File: src/design/fpAdder_config.svh
`ifndef FP_ADDER_CONFIG_SVH
`define FP_ADDER_CONFIG_SVH

// IEEE-754 single-precision field widths
`define FP_EXP_W 8         // Biased exponent
`define FP_MAN_W 23        // Stored fraction
`define FP_SIG_W 24        // Fraction plus implicit one

// Latency from inValid to outValid, one cycle per stage
`define FP_PIPE_DEPTH 3

`endif

File: src/design/fpAdderPkg.sv
`default_nettype none
`include "fpAdder_config.svh"

package fpAdderPkg;

    typedef logic [`FP_EXP_W-1:0] exponent_t;                   // Biased exponent
    typedef logic [`FP_MAN_W-1:0] mantissa_t;                   // Stored fraction
    typedef logic [`FP_SIG_W-1:0] significand_t;                // Fraction with implicit one
    typedef logic [`FP_SIG_W:0] sumSig_t;                       // Significand plus carry-out
    typedef logic [`FP_EXP_W+`FP_MAN_W:0] floatWord_t;          // Packed IEEE word

    // Same bit layout as an IEEE word, so a floatWord_t casts straight across
    typedef struct packed
    {
        logic sign;                                             // Sign bit
        exponent_t exponent;                                    // Biased exponent
        mantissa_t mantissa;                                    // Fraction, implicit one dropped
    } operand_t;

    // Alignment stage to significand stage
    typedef struct packed
    {
        logic signA;                                            // Sign of operand A
        logic signB;                                            // Sign of operand B
        exponent_t exponentOut;                                 // Larger of the two exponents
        significand_t alignedMantissaA;                         // A after alignment
        significand_t alignedMantissaB;                         // B after alignment
        logic guardBit;                                         // First bit shifted out
        logic roundBit;                                         // Second bit shifted out
        logic stickyBit;                                        // OR of everything further down
    } alignedPair_t;

    // Significand stage to normalize/round stage
    typedef struct packed
    {
        logic sign;                                             // Sign of the result
        exponent_t exponent;                                    // Exponent before normalization
        sumSig_t sum;                                           // Sum with carry-out on top
        logic guardBit;                                         // Guard after the add
        logic roundBit;                                         // Round after the add
        logic stickyBit;                                        // Sticky after the add
        logic isZero;                                           // Exact cancellation
    } sumResult_t;

endpackage

`default_nettype wire

File: src/design/Alignment.sv
`timescale 1ns/1ps
`default_nettype none
`include "fpAdder_config.svh"

module Alignment
(
    input  logic clk,
    input  logic reset,
    input  logic inValid,
    input  fpAdderPkg::operand_t operandA,
    input  fpAdderPkg::operand_t operandB,
    output logic alignValid,
    output fpAdderPkg::alignedPair_t aligned
);

    localparam int WideW = 2 * `FP_SIG_W + 2;                   // Significand plus room for all shifted bits
    localparam int MaxShift = `FP_SIG_W + 2;                    // Beyond this only sticky survives

    logic shiftB;                                               // B has the smaller (or equal) exponent
    fpAdderPkg::exponent_t expDiff;                             // Right-shift amount
    fpAdderPkg::significand_t sigA;                             // A with implicit one
    fpAdderPkg::significand_t sigB;                             // B with implicit one
    fpAdderPkg::significand_t sigSmall;                         // Operand that gets shifted
    fpAdderPkg::significand_t sigShifted;                       // Its aligned value
    logic [WideW-1:0] shiftWide;                                // Shifted value with every lost bit kept
    logic guardNext;
    logic roundNext;
    logic stickyNext;
    fpAdderPkg::alignedPair_t alignedNext;

    always_comb
    begin
        sigA = {1'b1, operandA.mantissa};                       // Restore implicit ones
        sigB = {1'b1, operandB.mantissa};
        shiftB = (operandA.exponent >= operandB.exponent);      // Ties shift B by zero

        if (shiftB)
        begin
            expDiff = operandA.exponent - operandB.exponent;
            sigSmall = sigB;
        end
        else
        begin
            expDiff = operandB.exponent - operandA.exponent;
            sigSmall = sigA;
        end

        // Low 26 bits catch guard, round and everything that feeds sticky
        shiftWide = {sigSmall, {MaxShift{1'b0}}} >> expDiff;

        if (expDiff > MaxShift)
        begin
            sigShifted = '0;                                    // Whole operand is below round
            guardNext = 1'b0;
            roundNext = 1'b0;
            stickyNext = |sigSmall;
        end
        else
        begin
            sigShifted = shiftWide[WideW-1 -: `FP_SIG_W];
            guardNext = shiftWide[`FP_SIG_W+1];
            roundNext = shiftWide[`FP_SIG_W];
            stickyNext = |shiftWide[`FP_SIG_W-1:0];             // Everything below round
        end

        alignedNext.signA = operandA.sign;
        alignedNext.signB = operandB.sign;
        alignedNext.exponentOut = shiftB ? operandA.exponent : operandB.exponent;
        alignedNext.alignedMantissaA = shiftB ? sigA : sigShifted;
        alignedNext.alignedMantissaB = shiftB ? sigShifted : sigB;
        alignedNext.guardBit = guardNext;
        alignedNext.roundBit = roundNext;
        alignedNext.stickyBit = stickyNext;
    end

    always_ff @(posedge clk)
    begin
        if (reset)
        begin
            alignValid <= 1'b0;
            aligned <= '0;
        end
        else
        begin
            alignValid <= inValid;                              // One-cycle stage
            aligned <= alignedNext;
        end
    end

endmodule

`default_nettype wire

File: src/design/SignificandAdder.sv
`timescale 1ns/1ps
`default_nettype none
`include "fpAdder_config.svh"

module SignificandAdder
(
    input  logic clk,
    input  logic reset,
    input  logic alignValid,
    input  fpAdderPkg::alignedPair_t aligned,
    output logic sumValid,
    output fpAdderPkg::sumResult_t sum
);

    localparam int OpW = `FP_SIG_W + 3;                         // Significand plus guard, round, sticky

    logic [2:0] grsBits;                                        // Low bits of the shifted operand
    logic grsToA;                                               // A was the shifted operand
    logic [OpW-1:0] opA;
    logic [OpW-1:0] opB;
    logic [OpW-1:0] opLarge;
    logic [OpW-1:0] opSmall;
    logic [OpW:0] rawSum;                                       // One extra bit for the carry
    logic effSub;                                               // Signs differ
    logic aLarger;                                              // |A| >= |B|
    logic nextZero;
    logic nextSign;
    fpAdderPkg::sumResult_t sumNext;

    always_comb
    begin
        grsBits = {aligned.guardBit, aligned.roundBit, aligned.stickyBit};

        // Unshifted operand keeps its leading one, so a cleared MSB marks the shifted one
        grsToA = ~aligned.alignedMantissaA[`FP_SIG_W-1];
        opA = {aligned.alignedMantissaA, grsToA ? grsBits : 3'b000};
        opB = {aligned.alignedMantissaB, grsToA ? 3'b000 : grsBits};

        effSub = aligned.signA ^ aligned.signB;
        aLarger = (opA >= opB);
        opLarge = aLarger ? opA : opB;
        opSmall = aLarger ? opB : opA;

        if (effSub)
            rawSum = {1'b0, opLarge} - {1'b0, opSmall};         // Never negative
        else
            rawSum = {1'b0, opA} + {1'b0, opB};

        nextZero = effSub && (rawSum == '0);                    // x - x

        if (nextZero)
            nextSign = 1'b0;                                    // Exact cancellation is +0
        else if (effSub)
            nextSign = aLarger ? aligned.signA : aligned.signB; // Larger magnitude wins
        else
            nextSign = aligned.signA;

        sumNext.sign = nextSign;
        sumNext.exponent = aligned.exponentOut;
        sumNext.sum = rawSum[OpW:3];
        sumNext.guardBit = rawSum[2];
        sumNext.roundBit = rawSum[1];
        sumNext.stickyBit = rawSum[0];
        sumNext.isZero = nextZero;
    end

    always_ff @(posedge clk)
    begin
        if (reset)
        begin
            sumValid <= 1'b0;
            sum <= '0;
        end
        else
        begin
            sumValid <= alignValid;
            sum <= sumNext;
        end
    end

endmodule

`default_nettype wire

File: src/design/NormalizeRound.sv
`timescale 1ns/1ps
`default_nettype none
`include "fpAdder_config.svh"

module NormalizeRound
(
    input  logic clk,
    input  logic reset,
    input  logic sumValid,
    input  fpAdderPkg::sumResult_t sum,
    output logic outValid,
    output fpAdderPkg::floatWord_t result
);

    localparam int NormW = `FP_SIG_W + 2;                       // Significand plus guard and round
    localparam int LzW = $clog2(NormW + 1);                     // Count can reach NormW
    localparam int ExpMax = (1 << `FP_EXP_W) - 1;               // 255, reserved for infinity
    localparam int ExpW = `FP_EXP_W + 2;                        // Headroom for over/underflow

    logic [NormW-1:0] normIn;                                   // Bits that can move up on a left shift
    logic [NormW-1:0] normShifted;
    logic [LzW-1:0] lzCount;
    logic signed [ExpW-1:0] expIn;
    logic signed [ExpW-1:0] expNorm;                            // After normalization
    logic signed [ExpW-1:0] expFinal;                           // After rounding carry
    fpAdderPkg::significand_t sigNorm;
    logic guardN;
    logic roundN;
    logic stickyN;
    logic roundUp;
    logic [`FP_SIG_W:0] sigRounded;                             // Room for the rounding carry
    fpAdderPkg::mantissa_t fracOut;
    fpAdderPkg::floatWord_t resultNext;

    // Position of the highest set bit, counted from the top
    function automatic logic [LzW-1:0] countLeadingZeros(input logic [NormW-1:0] value);
        logic [LzW-1:0] count;
        count = LzW'(NormW);                                    // All zero
        for (int i = 0; i < NormW; i++)
        begin
            if (value[i])
                count = LzW'(NormW - 1 - i);                    // Highest hit wins
        end
        return count;
    endfunction

    always_comb
    begin
        normIn = {sum.sum[`FP_SIG_W-1:0], sum.guardBit, sum.roundBit};
        lzCount = countLeadingZeros(normIn);
        normShifted = normIn << lzCount;
        expIn = {2'b00, sum.exponent};

        if (sum.sum[`FP_SIG_W])
        begin
            // Carry out of the add, shift right one
            sigNorm = sum.sum[`FP_SIG_W:1];
            guardN = sum.sum[0];
            roundN = sum.guardBit;
            stickyN = sum.roundBit | sum.stickyBit;             // Old round folds into sticky
            expNorm = expIn + ExpW'(1);
        end
        else
        begin
            sigNorm = normShifted[NormW-1:2];                   // Filled from guard and round
            guardN = normShifted[1];
            roundN = normShifted[0];
            stickyN = sum.stickyBit;
            expNorm = expIn - {{(ExpW-LzW){1'b0}}, lzCount};
        end

        // Nearest even: round up above half, or at half when the LSB is odd
        roundUp = guardN & (roundN | stickyN | sigNorm[0]);
        sigRounded = {1'b0, sigNorm} + {{`FP_SIG_W{1'b0}}, roundUp};

        if (sigRounded[`FP_SIG_W])
        begin
            fracOut = sigRounded[`FP_SIG_W-1:1];                // 1.11..1 rolled over to 10.00..0
            expFinal = expNorm + ExpW'(1);
        end
        else
        begin
            fracOut = sigRounded[`FP_MAN_W-1:0];
            expFinal = expNorm;
        end

        if (sum.isZero)
            resultNext = '0;                                    // +0
        else if (expFinal >= ExpMax)
            resultNext = {sum.sign, {`FP_EXP_W{1'b1}}, {`FP_MAN_W{1'b0}}};     // Signed infinity
        else if (expFinal <= 0)
            resultNext = {sum.sign, {(`FP_EXP_W+`FP_MAN_W){1'b0}}};             // Flush to zero
        else
            resultNext = {sum.sign, expFinal[`FP_EXP_W-1:0], fracOut};
    end

    always_ff @(posedge clk)
    begin
        if (reset)
        begin
            outValid <= 1'b0;
            result <= '0;
        end
        else
        begin
            outValid <= sumValid;
            result <= resultNext;
        end
    end

endmodule

`default_nettype wire

File: src/design/FpAdder.sv
`timescale 1ns/1ps
`default_nettype none

module FpAdder
(
    input  logic clk,
    input  logic reset,
    input  logic inValid,
    input  fpAdderPkg::floatWord_t operandA,
    input  fpAdderPkg::floatWord_t operandB,
    output logic outValid,
    output fpAdderPkg::floatWord_t result
);

    logic alignValid;                                           // Stage 1 strobe
    fpAdderPkg::alignedPair_t aligned;                          // Aligned significands
    logic sumValid;                                             // Stage 2 strobe
    fpAdderPkg::sumResult_t sum;                                // Raw sum before normalization

    // Stage 1, exponent compare and alignment
    Alignment alignStage
    (
        .clk        (clk),
        .reset      (reset),
        .inValid    (inValid),
        .operandA   (fpAdderPkg::operand_t'(operandA)),         // Same layout as the IEEE word
        .operandB   (fpAdderPkg::operand_t'(operandB)),
        .alignValid (alignValid),
        .aligned    (aligned)
    );

    // Stage 2, effective add or subtract
    SignificandAdder addStage
    (
        .clk        (clk),
        .reset      (reset),
        .alignValid (alignValid),
        .aligned    (aligned),
        .sumValid   (sumValid),
        .sum        (sum)
    );

    // Stage 3, normalize, round, pack
    NormalizeRound roundStage
    (
        .clk        (clk),
        .reset      (reset),
        .sumValid   (sumValid),
        .sum        (sum),
        .outValid   (outValid),
        .result     (result)
    );

endmodule

`default_nettype wire

File: config.mk
export PLATFORM = sky130hd
export DESIGN_NAME = FpAdder
export DESIGN_NICKNAME = d
export VERILOG_FILES = /design/src/design/fpAdderPkg.sv /design/src/design/Alignment.sv /design/src/design/SignificandAdder.sv /design/src/design/NormalizeRound.sv /design/src/design/FpAdder.sv
export VERILOG_INCLUDE_DIRS = /design/src /design/src/design
export SDC_FILE = /design/constraint.sdc
export NUM_CORES = 1
export LEC_CHECK = 0
export BUFFER_PORTS_ARGS = -buffer_cell sky130_fd_sc_hd__buf_2
export CAP_MARGIN = 10
export CORE_MARGIN = 5
export CORE_UTILIZATION = 40
export DETAILED_ROUTE_END_ITERATION = 10
export SLEW_MARGIN = 20
export SYNTH_ARGS = -nofsm -noshare
export SYNTH_HDL_FRONTEND = slang
export SYNTH_SLANG_ARGS = --single-unit
File: constraint.sdc
create_clock -name clk -period 7.7 [get_ports clk]
set_clock_uncertainty 0.2 [all_clocks]
set_input_delay 0.385 -clock clk [delete_from_list [all_inputs] [get_ports clk]]
set_output_delay 0.385 -clock clk [all_outputs]
set_load 0.01 [all_outputs]
# After elaboration in Yosys (flattened, before gate mapping)
# Index checks and enable logic that the tools add are counted.
# W data, S select, Z words.
[word_totals]
regBits = 134
in_bits = 67
output_inout_bits = 33
word_cells = 97
[classes]
n_addsub = 8
n_lt_le_gt_ge = 5
shift = 2
mux = 49
bitwise = 5
reduce_logical = 8
[op_table]
columns = ["cell", "n"]
rows = [
  ["$mux W24", 4],
  ["$mux W5", 16],
  ["$mux W31", 2],
  ["$mux W27", 2],
  ["$shr A50 B8 Y50", 1],
  ["$reduce_or A24 Y1", 2],
  ["$mux W23", 2],
  ["$mux W4", 8],
  ["$add A27 B27 Y28", 1],
  ["$logic_not A28 Y1", 1],
  ["$mux W28", 1],
  ["$sub A27 B27 Y28", 1],
  ["$ge A27 B27 Y1", 1],
  ["$shl A26 B5 Y26", 1],
  ["$add A24 B1 Y25", 1],
  ["$mux W10", 2],
  ["$mux W8", 2],
  ["$sub A8 B8 Y8", 2],
  ["$add A10 B2 Y10 const B", 1],
  ["$ge A10 B9 Y1 const B", 1],
  ["$le A10 B1 Y1 const B", 1],
  ["$add A8 B1 Y9 const B", 1],
  ["$sub A8 B5 Y9", 1],
  ["$ge A8 B8 Y1", 1],
  ["other kinds (10)", 21],
]

# Logic depth before layout (Yosys ltp)
# Gate-level depths: netlist (run 1).
[depth]
word_depth = 36
depth_mapped = 27
depth_no_buf = 23

# By module
# From an unflattened synthesis (run 1), not the netlist that was laid out.
[hier_totals]
hier_cells = 2283
area_unflattened_um2 = 16291.9
[by_module_without_submodules]
columns = ["mod", "instances", "cells_each", "area_per_inst_um2", "seq_area_each_um2"]
rows = [
  ["Alignment", 1, 810, 5804.3, 1241.2],
  ["SignificandAdder", 1, 817, 5669.2, 780.7],
  ["NormalizeRound", 1, 656, 4818.4, 660.6],
]

# Worst setup path before layout (run 1)
# Ideal clock, no wire load.
[synth_timing]
kind = "register to register"
from = "register, netlist name addStage.sum[13]"
to = "register roundStage.result[7]"
setup_ns = 0.136
t_arrival_ns = 5.226
required_time_ns = 7.364
path_slack_ns = 2.139
path_stages_with_launch = 27
n_path_buf = 7
synth_period_minus_slack_ns = 5.561
path_cell_list = "dfxtp_1 -> buf_2 -> nor4_1 -> o31ai_1 -> o211a_1 -> or2_1 -> buf_2 -> inv_2 -> buf_2 -> buf_4 -> buf_2 -> ha_1 -> nor2b_1 -> o21ai_0 -> a21oi_1 -> o31ai_1 -> nand2_1 -> or2_2 -> buf_1 -> nor3b_1 -> a211oi_1 -> or4_1 -> a22oi_2 -> a31oi_2 -> nand4b_2 -> buf_6 -> nor3b_2"
[synth_via]
elab_chain_cells = 24
word_cells_on_any_way = 31
cone_classes = "add/sub: 3; order compare: 2; shift: 1; mux: 21; bitwise: 3; reduce/logical: 1"
[synth_rtl]
columns = ["item", "line_no", "rtl"]
rows = [
  ["$mux W5 (15 in series)", "NormalizeRound.sv:41", "if (value[i])"],
  ["$shl A26 B5 Y26", "NormalizeRound.sv:51", "normShifted = normIn << lzCount;"],
  ["$mux W1", "NormalizeRound.sv:54", "if (sum.sum[`FP_SIG_W])"],
  ["$or A1 B1 Y1 (2 in series)", "NormalizeRound.sv:73", "roundUp = guardN & (roundN | stickyN | sigNorm[0]);"],
  ["$and A1 B1 Y1", "NormalizeRound.sv:73", ""],
  ["$add A24 B1 Y25", "NormalizeRound.sv:74", "sigRounded = {1'b0, sigNorm} + {{`FP_SIG_W{1'b0}}, roundUp};"],
  ["$mux W10", "NormalizeRound.sv:76", "if (sigRounded[`FP_SIG_W])"],
  ["$le A10 B1 Y1 / $ge A10 B9 Y1 (equally long branches)", "NormalizeRound.sv:91, NormalizeRound.sv:89", ""],
  ["$reduce_or A4 Y1 (no source line)", "-", ""],
  ["to (signal assigned)", "NormalizeRound.sv:107", "result <= resultNext;"],
  ["to (decl)", "NormalizeRound.sv:12", "output fpAdderPkg::floatWord_t result"],
]
# Several ways; a longest one is shown, not always the timed one.
# A chain may end at the register's enable or synchronous reset.

# Worst setup path after layout (run 1)
[layout_timing]
from = "register, netlist name alignStage.aligned[50]"
to = "register, netlist name addStage.sum[0]"
[layout_via]
elab_chain_cells = 7
word_cells_on_any_way = 10
cone_classes = "add/sub: 2; order compare: 1; mux: 5; reduce/logical: 2"
[layout_rtl]
columns = ["item", "line_no", "rtl"]
rows = [
  ["$mux W3 (on tied branches)", "SignificandAdder.sv:36, SignificandAdder.sv:37", ""],
  ["$ge A27 B27 Y1", "SignificandAdder.sv:40", "aLarger = (opA >= opB);"],
  ["$mux W27 (on tied branches)", "SignificandAdder.sv:41, SignificandAdder.sv:42", ""],
  ["$sub A27 B27 Y28", "SignificandAdder.sv:45", "rawSum = {1'b0, opLarge} - {1'b0, opSmall};"],
  ["$mux W28 (*)", "SignificandAdder.sv:44", "if (effSub)"],
  ["$logic_not A28 Y1 (*)", "SignificandAdder.sv:49", "nextZero = effSub && (rawSum == '0);"],
  ["$logic_and A1 B1 Y1 (*)", "SignificandAdder.sv:49", ""],
]
# Every way passes the cells marked *; elsewhere a longest branch is shown, timed or not.

==> reports/results.tsv, run 1 <==
metric	value	unit
async_reset_ff_frac	0	
cellPowerDensity	314.2	nW/µm²
synthToLayoutAreaGrowth	10.21	%
hold_depth	3	
worst-path-buf-inv	2	
crit_type	reg2reg	
timing.rr.start	alignStage.aligned[50]	
crit_chain	inv_1, nand2_1, inv_1, ha_1, or2_1, a2111o_1, a21oi_1, o2111ai_1, nand3_1, a21bo_2, ha_1, nand3b_1, nor4b_1, a311oi_1, nor3_1, a211oi_1, nand4_1, nor4_1, nand4_1, nor4_1, nand4_1, nor4_1, nor2b_1	
die_h	197.8	µm
cts_buffers	17	
start_util	0.4065	
cap_violations	0	
htreeDepth	4	
finalCritPeriodShare	0.8606	
power	4886	µW
synth.avg_cell_area	7.222	µm²
finalCriticalPeriod	6.627	ns
reg2reg_to	addStage.sum[0]	
clock-root-buffer	clkbuf_16	
dr.pass1.iters	6	
ir_drop	0.1919	mV
io_pins	100	
tightest_slew	1.081	ns
drc	0	
yosysTopAreaCellShare	0.1901	
grt_antenna_before_repair	1	
via_per_inst	6.173	
synth_edf_count	0	
fin_nets	2123	
hp-class	in2reg	
yosys.area.top_type	dfxtp_1	
ctsHoldBuffers	6	
r2r.worst_path.cells	23	
synth_nets	2102	
ant_nets	0	
min_from	operandB[29]	
cts_tree	done	
drt_iter0_drc	1420	
coreArea	34710	µm²
synthFlopType	dfxtp_1	
post-dp-hpwl	41.81	mm
port_buffers	99	
slew_headroom	0.2788	
path_clk_slew	0.06	ns
gp_congestion	0.9972	
gr-usage-all-layers	0.2667	
ys_types	100	
endpoint_kind	register	
clock_latency	0.44	ns
post_cts_buffers	0	
slowest_delay	0.55	ns
yosysWarnings	0	
ctsResizeCount	0	
ys_top_cells_by_area	dfxtp_1 19%, ha_1 6.8%, nand2_1 6.7%, a21oi_1 6.2%, mux2i_1 5.4%	
overflow	0	
wl_per_cell	21.83	µm
fin_cells	2443	
antenna_cells	0	
min_to	alignStage.aligned[57]	
setup_viol	0	
crit_arrival	6.80	ns
hold_violations	0	
rsz0062_at_grt	false	
tritoncts_num_sinks	134	
ys_seq_area_frac	0.1901	
die-area	39130	µm²
rows	68	
cp_max_fo	11	
vias	15080	
synth_commonest_cells	251 x nand2_1, 187 x nor2_1, 174 x a21oi_1	
grt_max_degree	74	
syn_area	14110	µm²
grt_pass1_wl	83.14	mm
start_kind	register	
drt-total-wl	53.32	mm
die_x	197.8	µm
setup_tns	0	ns
maxSlewViolCount	0	
clock.fmax	0.1509	GHz
drive_gt1_frac	0.1258	
dp_cells	2405	
status	complete, no violations	
timing.critical_path.required	7.88	ns
r2r_slack	1.07	ns
cp_slowest_cell	dfxtp_1	
synthCells	1954	
ys_ff_latch	134	
post-synth-top-count-cell	nand2_1	
p_leak	0.006368	µW
clk_path_buf_depth	2	
cp_top_family	simple AND/OR/NAND/NOR gates	
grt_pass1_vias	14620	
-- sequential cells by signal, summed over array words and instances, names as in the netlist --
name / flops
roundStage.outValid: 1
addStage.sumValid: 1
roundStage.result: 32
addStage.sum: 38
alignStage.alignValid: 1
alignStage.aligned: 61
-- routing by layer --
layer	part of all wire	global-route usage	vias up
met5	0.00024	0	-
met4	0.062	0.1479	2
met3	0.057	0.03556	143
met2	0.47	0.4489	620
met1	0.41	0.3292	7152
li1	-	-	7163
-- per-stage QoR --
step / cell area [µm²] / worst slack [ns] / hold slack [ns] / utilization
3_5_place_dp: 14900 / 1.191 / 0.2237 / 0.4292
5_1_grt: 15550 / 0.5697 / 0.01810 / 0.4480
3_3_place_gp: 14900 / 1.191 / 0.2177 / 0.4292
6_report: 15550 / 1.073 / 0.01794 / 0.4480
4_1_cts: 15540 / 1.161 / 0.004447 / 0.4477
2_1_floorplan: 14110 / 2.139 / 0.2057 / -
-- cells by family after synthesis --
kind of cell | Yosys count | share of synthesized area
AND/OR/NAND/NOR | 766 | 0.2638
AO/OA/AOI/OAI | 571 | 0.2753
buffers and inverters | 240 | 0.06934
flip-flops | 134 | 0.1901
multiplexers | 108 | 0.09399
adder cells (fa/ha/maj) | 81 | 0.07395
XOR/XNOR | 54 | 0.03352
-- layout make-up --
type	count	area (µm²)
fill	3559	19160
multi-input combinational	1580	10520
sequential	134	2683
timing repair buffer	135	795.8
tap	455	569.3
clock buffer	18	439.2
inverter	107	401.6
clock inverter	14	141.4
-- worst max-delay path by stage --
stage	startpoint	to	slack [ns]	cells past startpoint
2_1_floorplan	addStage.sum[13]	roundStage.result[7]	2.14	26
3_3_place_gp	alignStage.aligned[50]	addStage.sum[0]	1.19	24
3_5_place_dp	alignStage.aligned[50]	addStage.sum[0]	1.19	24
4_1_cts	alignStage.aligned[50]	addStage.sum[0]	1.16	24
5_1_grt	alignStage.aligned[50]	addStage.sum[0]	0.57	23
6_report	alignStage.aligned[50]	addStage.sum[0]	1.07	23
-- worst register-to-register path: stages (launching register included) --
cell and delay [ns]:
dfxtp_1 0.55, inv_1 0.14, nand2_1 0.13, inv_1 0.06, ha_1 0.32, or2_1 0.28, a2111o_1 0.37, a21oi_1 0.18
o2111ai_1 0.53, nand3_1 0.42, a21bo_2 0.18, ha_1 0.16, nand3b_1 0.12, nor4b_1 0.18, a311oi_1 0.44, nor3_1 0.11
a211oi_1 0.48, nand4_1 0.20, nor4_1 0.33, nand4_1 0.15, nor4_1 0.32, nand4_1 0.20, nor4_1 0.35, nor2b_1 0.17
-- layout by cell type (no fill, tap or decap), drive strengths merged, types with 22 or more instances in the layout --
cell	count
dfxtp	134
nand3	68
o21ai	89
mux2i	77
nor2	188
nor4	32
o211ai	25
a31oi	22
nand2	251
ha	77
xnor2	39
nand4	25
buf	129
nand2b	23
a21oi	174
inv	113
nor3	57
nor2b	40
a211oi	31
-- power breakdown --
part           internal, µW  total (µW)  switching (µW)
Clock                   460         803             343
Combinational          1110        3150            2040
Sequential              801         935             134
(Power assumes the default switching activity.)
==> run 2, diff against run 1 <==
CELL_PAD_IN_SITES_DETAIL_PLACEMENT = 0   (was unset)
CELL_PAD_IN_SITES_GLOBAL_PLACEMENT = 1   (was unset)
PLACE_DENSITY_LB_ADDON = 0.1   (was unset)
SYNTH_HIERARCHICAL = 1   (was unset)
==> run 2 against run 1 <==
  * Core utilization fell by 1.3 points
  * Cell area rose by 14%
  * Register-to-register slack improved by 0.27 ns
  * Count of clock-buffer cells in the layout did not move
  * Area after synthesis rose by 15%
  * Clock power fell by 0.5%
  * Flip-flop and latch count did not move
  * Combinational power rose by 25%
==> reports/results.tsv, run 2 <==
metric	value	unit	change
post-dp-hpwl	58.31	mm	+39%
status	complete, no violations		
crit_arrival	6.45	ns	-0.35 ns
ys_seq_area_frac	0.1647		-0.02545
cap_violations	0		unchanged
ant_nets	0		unchanged
crit_type	reg2reg		
cellPowerDensity	322.8	nW/µm²	+2.7%
crit_top_cell	nand2_1		
path_clk_slew	0.06	ns	about the same
antenna_cells	0		unchanged
yosys.area.top_type	dfxtp_1		
slew_headroom	0.1942		-0.08458
finalCritPeriodShare	0.8262		-0.03442
gr-max-usage-layer	met2		
path_depth	17		-26%
synthCells	2283		+17%
tritoncts_num_sinks	134		unchanged
io_pins	100		unchanged
overflow	0		unchanged
syn_area	16290	µm²	+15%
synth_commonest_cells	277 x nand2_1, 199 x nor2_1, 185 x a21oi_1		
cp_slowest_cell	mux2i_4		
ys_top_cells_by_area	dfxtp_1 16%, nand2_1 6.4%, ha_1 5.8%, a21oi_1 5.7%, nor2_1 4.6%		
dp_slack	1.409	ns	+0.2179 ns
largest_reg_flops	61		unchanged
fin_cells	2822		+16%
cts_tree	done		
gp_congestion	0.9923		-0.49%
regMostFlops	alignStage/aligned		
hold_depth	3		unchanged
final_cell_mix	277 x nand2_1, 198 x nor2_1, 185 x a21oi_1		
htreeDepth	4		unchanged
hp-class	in2reg		
final_common_cell	nand2_1		
synthFlopType	dfxtp_1		
finalCriticalPeriod	6.362	ns	-0.2650 ns
gr-usage-met1	0.4290		+0.09976
cts_buffers	17		unchanged
cp_max_fo	27		+16
die_x	211.8	µm	+7.1%
grt_antenna_before_repair	1		unchanged
use_met2	0.5031		+0.05417
synthToLayoutAreaGrowth	8.402	%	
worst-path-buf-inv	1		-1
start_util	0.4017		-0.004768
slowest_delay	0.93	ns	+0.38 ns
dr.pass1.iters	6		unchanged
via_per_inst	6.573		+6.5%
cp-endpoint	roundStage/result[18]		
p_leak	0.006993	µW	+9.8%
endpoint_kind	register		
ys_ff_latch	134		unchanged
yosysTopAreaCellShare	0.1647		-0.02545
ir_drop	0.1782	mV	-7.2%
reg2reg_to	roundStage/result[18]		
async_reset_ff_frac	0		unchanged
power	5700	µW	+17%
coreArea	40550	µm²	+17%
dp_cells	2785		+16%
ctsResizeCount	0		unchanged
drt_iter0_drc	1928		+36%
die-area	44870	µm²	+15%
die_h	211.8	µm	+7.1%
use_met3	0.05335		+0.01779
maxSlewViolCount	0		unchanged
gr-usage-all-layers	0.3200		+0.05328
drt-total-wl	74.17	mm	+39%
crit_chain	or4_1, a221oi_1, o311a_2, inv_2, ha_1, nor2b_1, o21ai_0, a21boi_0, o31ai_1, nand2_1, or2_2, nor2_1, nand2_1, nor3_1, xnor2_1, mux2i_4, nor4b_2		
grt_max_degree	68		-8.1%
synth_edf_count	0		unchanged
r2r_slack	1.34	ns	+0.27 ns
nFillCells	4306		+21%
setup_tns	0	ns	unchanged
setup_viol	0		unchanged
grt_pass1_vias	17510		+20%
port_buffers	99		unchanged
tightest_slew	1.201	ns	+0.1198 ns
synth.avg_cell_area	7.136	µm²	-1.2%
drc	0		unchanged
clock.fmax	0.1572	GHz	+4.2%
start_kind	register		
clock-root-buffer	clkbuf_16		
vias	18550		+23%
post-synth-top-count-cell	nand2_1		
yosysWarnings	6		+6
ys_types	111		+11%
timing.critical_path.required	7.79	ns	-0.09 ns
fin_nets	2423		+14%
hold_violations	0		unchanged
crit_start	addStage/sum[15]		
synth_nets	2429		+16%
rsz0062_at_grt	false		
grt_pass1_wl	110.4	mm	+33%
wl_per_cell	26.28	µm	+20%
cp_top_family	compound AO/OA/AOI/OAI gates		
clock_latency	0.46	ns	+0.02 ns
clk_path_buf_depth	2		unchanged
setup_slack	1.338	ns	+0.2650 ns
largestRegisters	alignStage/aligned (61), addStage/sum (38), roundStage/result (32)		
r2r.worst_path.cells	17		-26%
drive_gt1_frac	0.1279		+0.002193
rows	74		+8.8%
timing.rr.start	addStage/sum[15]		
==> run 2: logic make-up (layout without fill, tap and decap cells) <==
kind of cell    Yosys count  after routing  synth area share
mux                      73             73           0.05975
flops                   134            134            0.1647
fa+ha+maj                79             79           0.06251
xor+xnor                 60             60           0.03318
buf+inv                 269            276           0.07265
compound gates          708            708            0.3041
simple gates            960            960            0.3031
==> run 2: cell type report <==
type,instances,area (µm²),area share
sequential,134,2683,0.1519
timing repair buffer,145,873.3,0.04945
inverter,99,374.1,0.02118
tap,532,665.6,0.03769
clock inverter,14,142.6,0.008077
multi-input combinational,1880,12490,0.7074
clock buffer,18,429.2,0.02430
==> run 2: worst min path at each step <==
stage,start,end
after floorplan,alignStage/alignValid,addStage/sumValid
after global placement,alignStage/aligned[58],addStage/sum[36]
after detailed placement,alignStage/aligned[56],addStage/sum[34]
after CTS,operandA[19],alignStage/aligned[46]
after global routing,operandA[2],alignStage/aligned[29]
final,operandA[20],alignStage/aligned[47]
==> run 2: where the power goes <==
part	switching, µW	internal [µW]	leakage, µW
Combinational	2590	1340	0.00562
Sequential	157	812	0.00110
Clock	347	452	0.000276
==> run 2: through the flow <==
step | instance area [µm²] | util | hold WS [ns]
final | 17660 | 0.4355 | 0.03232
after global routing | 17660 | 0.4355 | 0.01514
after CTS | 17630 | 0.4346 | 0.002837
after detailed placement | 17010 | 0.4195 | 0.2267
after global placement | 17010 | 0.4195 | 0.2173
after floorplan | 16290 | - | 0.2138
==> run 2: what timing repair did <==
item / in CTS / in global routing
endpoints found under the hold margin: 4 / 0
setup buffers: 0 / 0
hold buffers: 4 / 0
==> run 2: worst register-to-register path, delay by kind of cell (launching register included) <==
family | cells | cell delay, ns
fa+ha+maj | 1 | 0.36
flops | 1 | 0.45
mux | 1 | 0.93
simple gates | 8 | 1.72
xor+xnor | 1 | 0.25
compound gates | 5 | 1.94
buf+inv | 1 | 0.36
==> run 2: per-layer routing <==
layer / share of wire / wire (µm)
met4: 0.051 / 3752
met5: 0 / 0
met2: 0.45 / 33300
met1: 0.42 / 30890
met3: 0.084 / 6223
==> run 3, diff against run 2 <==
clock period = 5.9 ns   (was 7.7 ns; I/O delays follow)
==> run 3 against run 2 <==
  * Cell area grew 5.3%
  * Worst hold slack lost 0.015 ns
  * Critical endpoint is now addStage/sum[0]
  * Register-to-register slack lost 1.2 ns
  * Clock power grew 45%
  * Via count grew 3.3%
  * Power grew 38%
  * Cell count grew 3.6%
  * Largest cell class unchanged
==> reports/results.tsv, run 3 (same netlist as run 2, synthesis figures left out) <==
metric	value	unit	change
status	complete, no violations		
crit_arrival	5.95	ns	-0.50 ns
cap_violations	0		unchanged
synthToLayoutAreaGrowth	14.20	%	
power	7839	µW	+38%
rsz0062_at_grt	false		
io_pins	100		unchanged
hp-class	in2reg		
clk_path_buf_depth	2		unchanged
design_area	18610	µm²	+5.3%
ir_drop	0.2503	mV	+40%
via_per_inst	6.549		-0.36%
cp_slowest_cell	or4_1		
die-area	44870	µm²	unchanged
post-dp-hpwl	59.55	mm	+2.1%
htreeDepth	4		unchanged
antenna_cells	0		unchanged
dpl-instance-area	17510	µm²	+2.9%
grt_max_degree	59		-13%
final_common_cell	nand2_1		
port_buffers	99		unchanged
fin_nets	2527		+4.3%
slew_headroom	0.3028		+0.1085
cellPowerDensity	421.3	nW/µm²	+31%
maxSlewViolCount	0		unchanged
largest_reg_flops	61		unchanged
setup_tns	0	ns	unchanged
start_util	0.4017		unchanged
drt-total-wl	75.31	mm	+1.5%
cp_top_family	simple AND/OR/NAND/NOR gates		
crit_chain	inv_1, ha_1, nand2_1, or4_1, or4_1, nand4_1, o21ai_0, a21bo_2, ha_1, or4_1, nand4_1, a31oi_1, o21ai_0, a22oi_1, xnor2_2, and4_1, and4b_1		
die_h	211.8	µm	unchanged
wl_per_cell	25.75	µm	-2.0%
cts_tree	done		
overflow	0		unchanged
hold_slack	0.01758	ns	-0.01474 ns
gp_congestion	1.038		+4.6%
drive_gt1_frac	0.1500		+0.02207
clock-root-buffer	clkbuf_16		
cp_max_fo	12		-56%
final_cell_mix	277 x nand2_1, 198 x nor2_1, 185 x a21oi_1		
slowest_delay	0.62	ns	-0.31 ns
dr.pass1.iters	6		unchanged
grt_pass1_vias	18190		+3.9%
clock.fmax	0.1743	GHz	+11%
finalCriticalPeriod	5.736	ns	-0.6258 ns
tritoncts_num_sinks	134		unchanged
die_x	211.8	µm	unchanged
path_clk_slew	0.07	ns	about the same
cts_buffers	17		unchanged
coreArea	40550	µm²	unchanged
grt_pass1_wl	112.6	mm	+2.0%
worst-path-buf-inv	1		unchanged
drt_iter0_drc	2087		+8.2%
post_cts_buffers	0		unchanged
endpoint_kind	register		
regMostFlops	alignStage/aligned		
crit_top_cell	or4_1		
nFillCells	4242		-1.5%
tightest_slew	1.046	ns	-0.1547 ns
finalCritPeriodShare	0.9722		+0.1460
timing.critical_path.required	6.12	ns	-1.67 ns
grt_antenna_before_repair	0		-1
rows	74		unchanged
vias	19160		+3.3%
p_leak	0.007513	µW	+7.4%
drc	0		unchanged
hold_violations	0		unchanged
gr-usage-all-layers	0.3259		+0.005916
largestRegisters	alignStage/aligned (61), addStage/sum (38), roundStage/result (32)		
clock_latency	0.47	ns	about the same
setup_viol	0		unchanged
crit_type	reg2reg		
start_kind	register		
ant_nets	0		unchanged
-- run 3: path summary, 6_finish.rpt --
path	endpoint	slack [ns]	depth (start not counted)	from
max	addStage/sum[0]	0.16	17	alignStage/aligned[19]
min	alignStage/aligned[15]	0.02	3	operandB[12]
max reg2reg	addStage/sum[0]	0.16	17	alignStage/aligned[19]
min reg2reg	addStage/sum[35]	0.24	1	alignStage/aligned[57]
-- run 3: final cells by class --
class                           count  area [µm²]  share of cell area
Clock buffer                       18       439.2             0.02360
Clock inverter                     13       185.2            0.009953
Inverter                           99       374.1             0.02011
Multi-Input combinational cell   1880       12490              0.6715
Sequential cell                   134        2684              0.1443
Tap cell                          532       665.6             0.03578
Timing Repair Buffer              249        1764             0.09482
-- run 3: tightest hold or removal path: stages --
cell and delay [ns]:
buf_2 0.11, nand2_1 0.05, a21oi_1 0.13
-- run 3: repair_timing --
item,CTS,global route
gates resized for setup,0,2
hold buffers,42,1
hold endpoints to repair,41,1
setup endpoints to repair,0,3
-- run 3: through the flow --
stage,instances,utilization,setup slack [ns]
finish,2925,0.4588,0.1641
global route,2925,0.4588,0.01857
floorplan,2283,-,0.3417
CTS,2923,0.4576,0.2398
global placement,2850,0.4319,0.1486
detailed placement,2850,0.4319,0.2586
-- run 3: power breakdown --
| group | internal [µW] | total, µW | switching [µW] |
|---|---|---|---|
| Clock | 688 | 1160 | 472 |
| Sequential | 1060 | 1230 | 166 |
| Combinational | 1950 | 5450 | 3500 |
| Total | 3700 | 7840 | 4140 |
-- run 3: layer usage --
metal	wire length (µm)	global-route usage	up-vias	part of all wire
met1	30630	0.4206	9117	0.41
li1	-	-	8721	-
met4	4354	0.1717	0	0.058
met5	0	0	-	0
met3	5820	0.04816	247	0.077
met2	34510	0.5272	1072	0.46
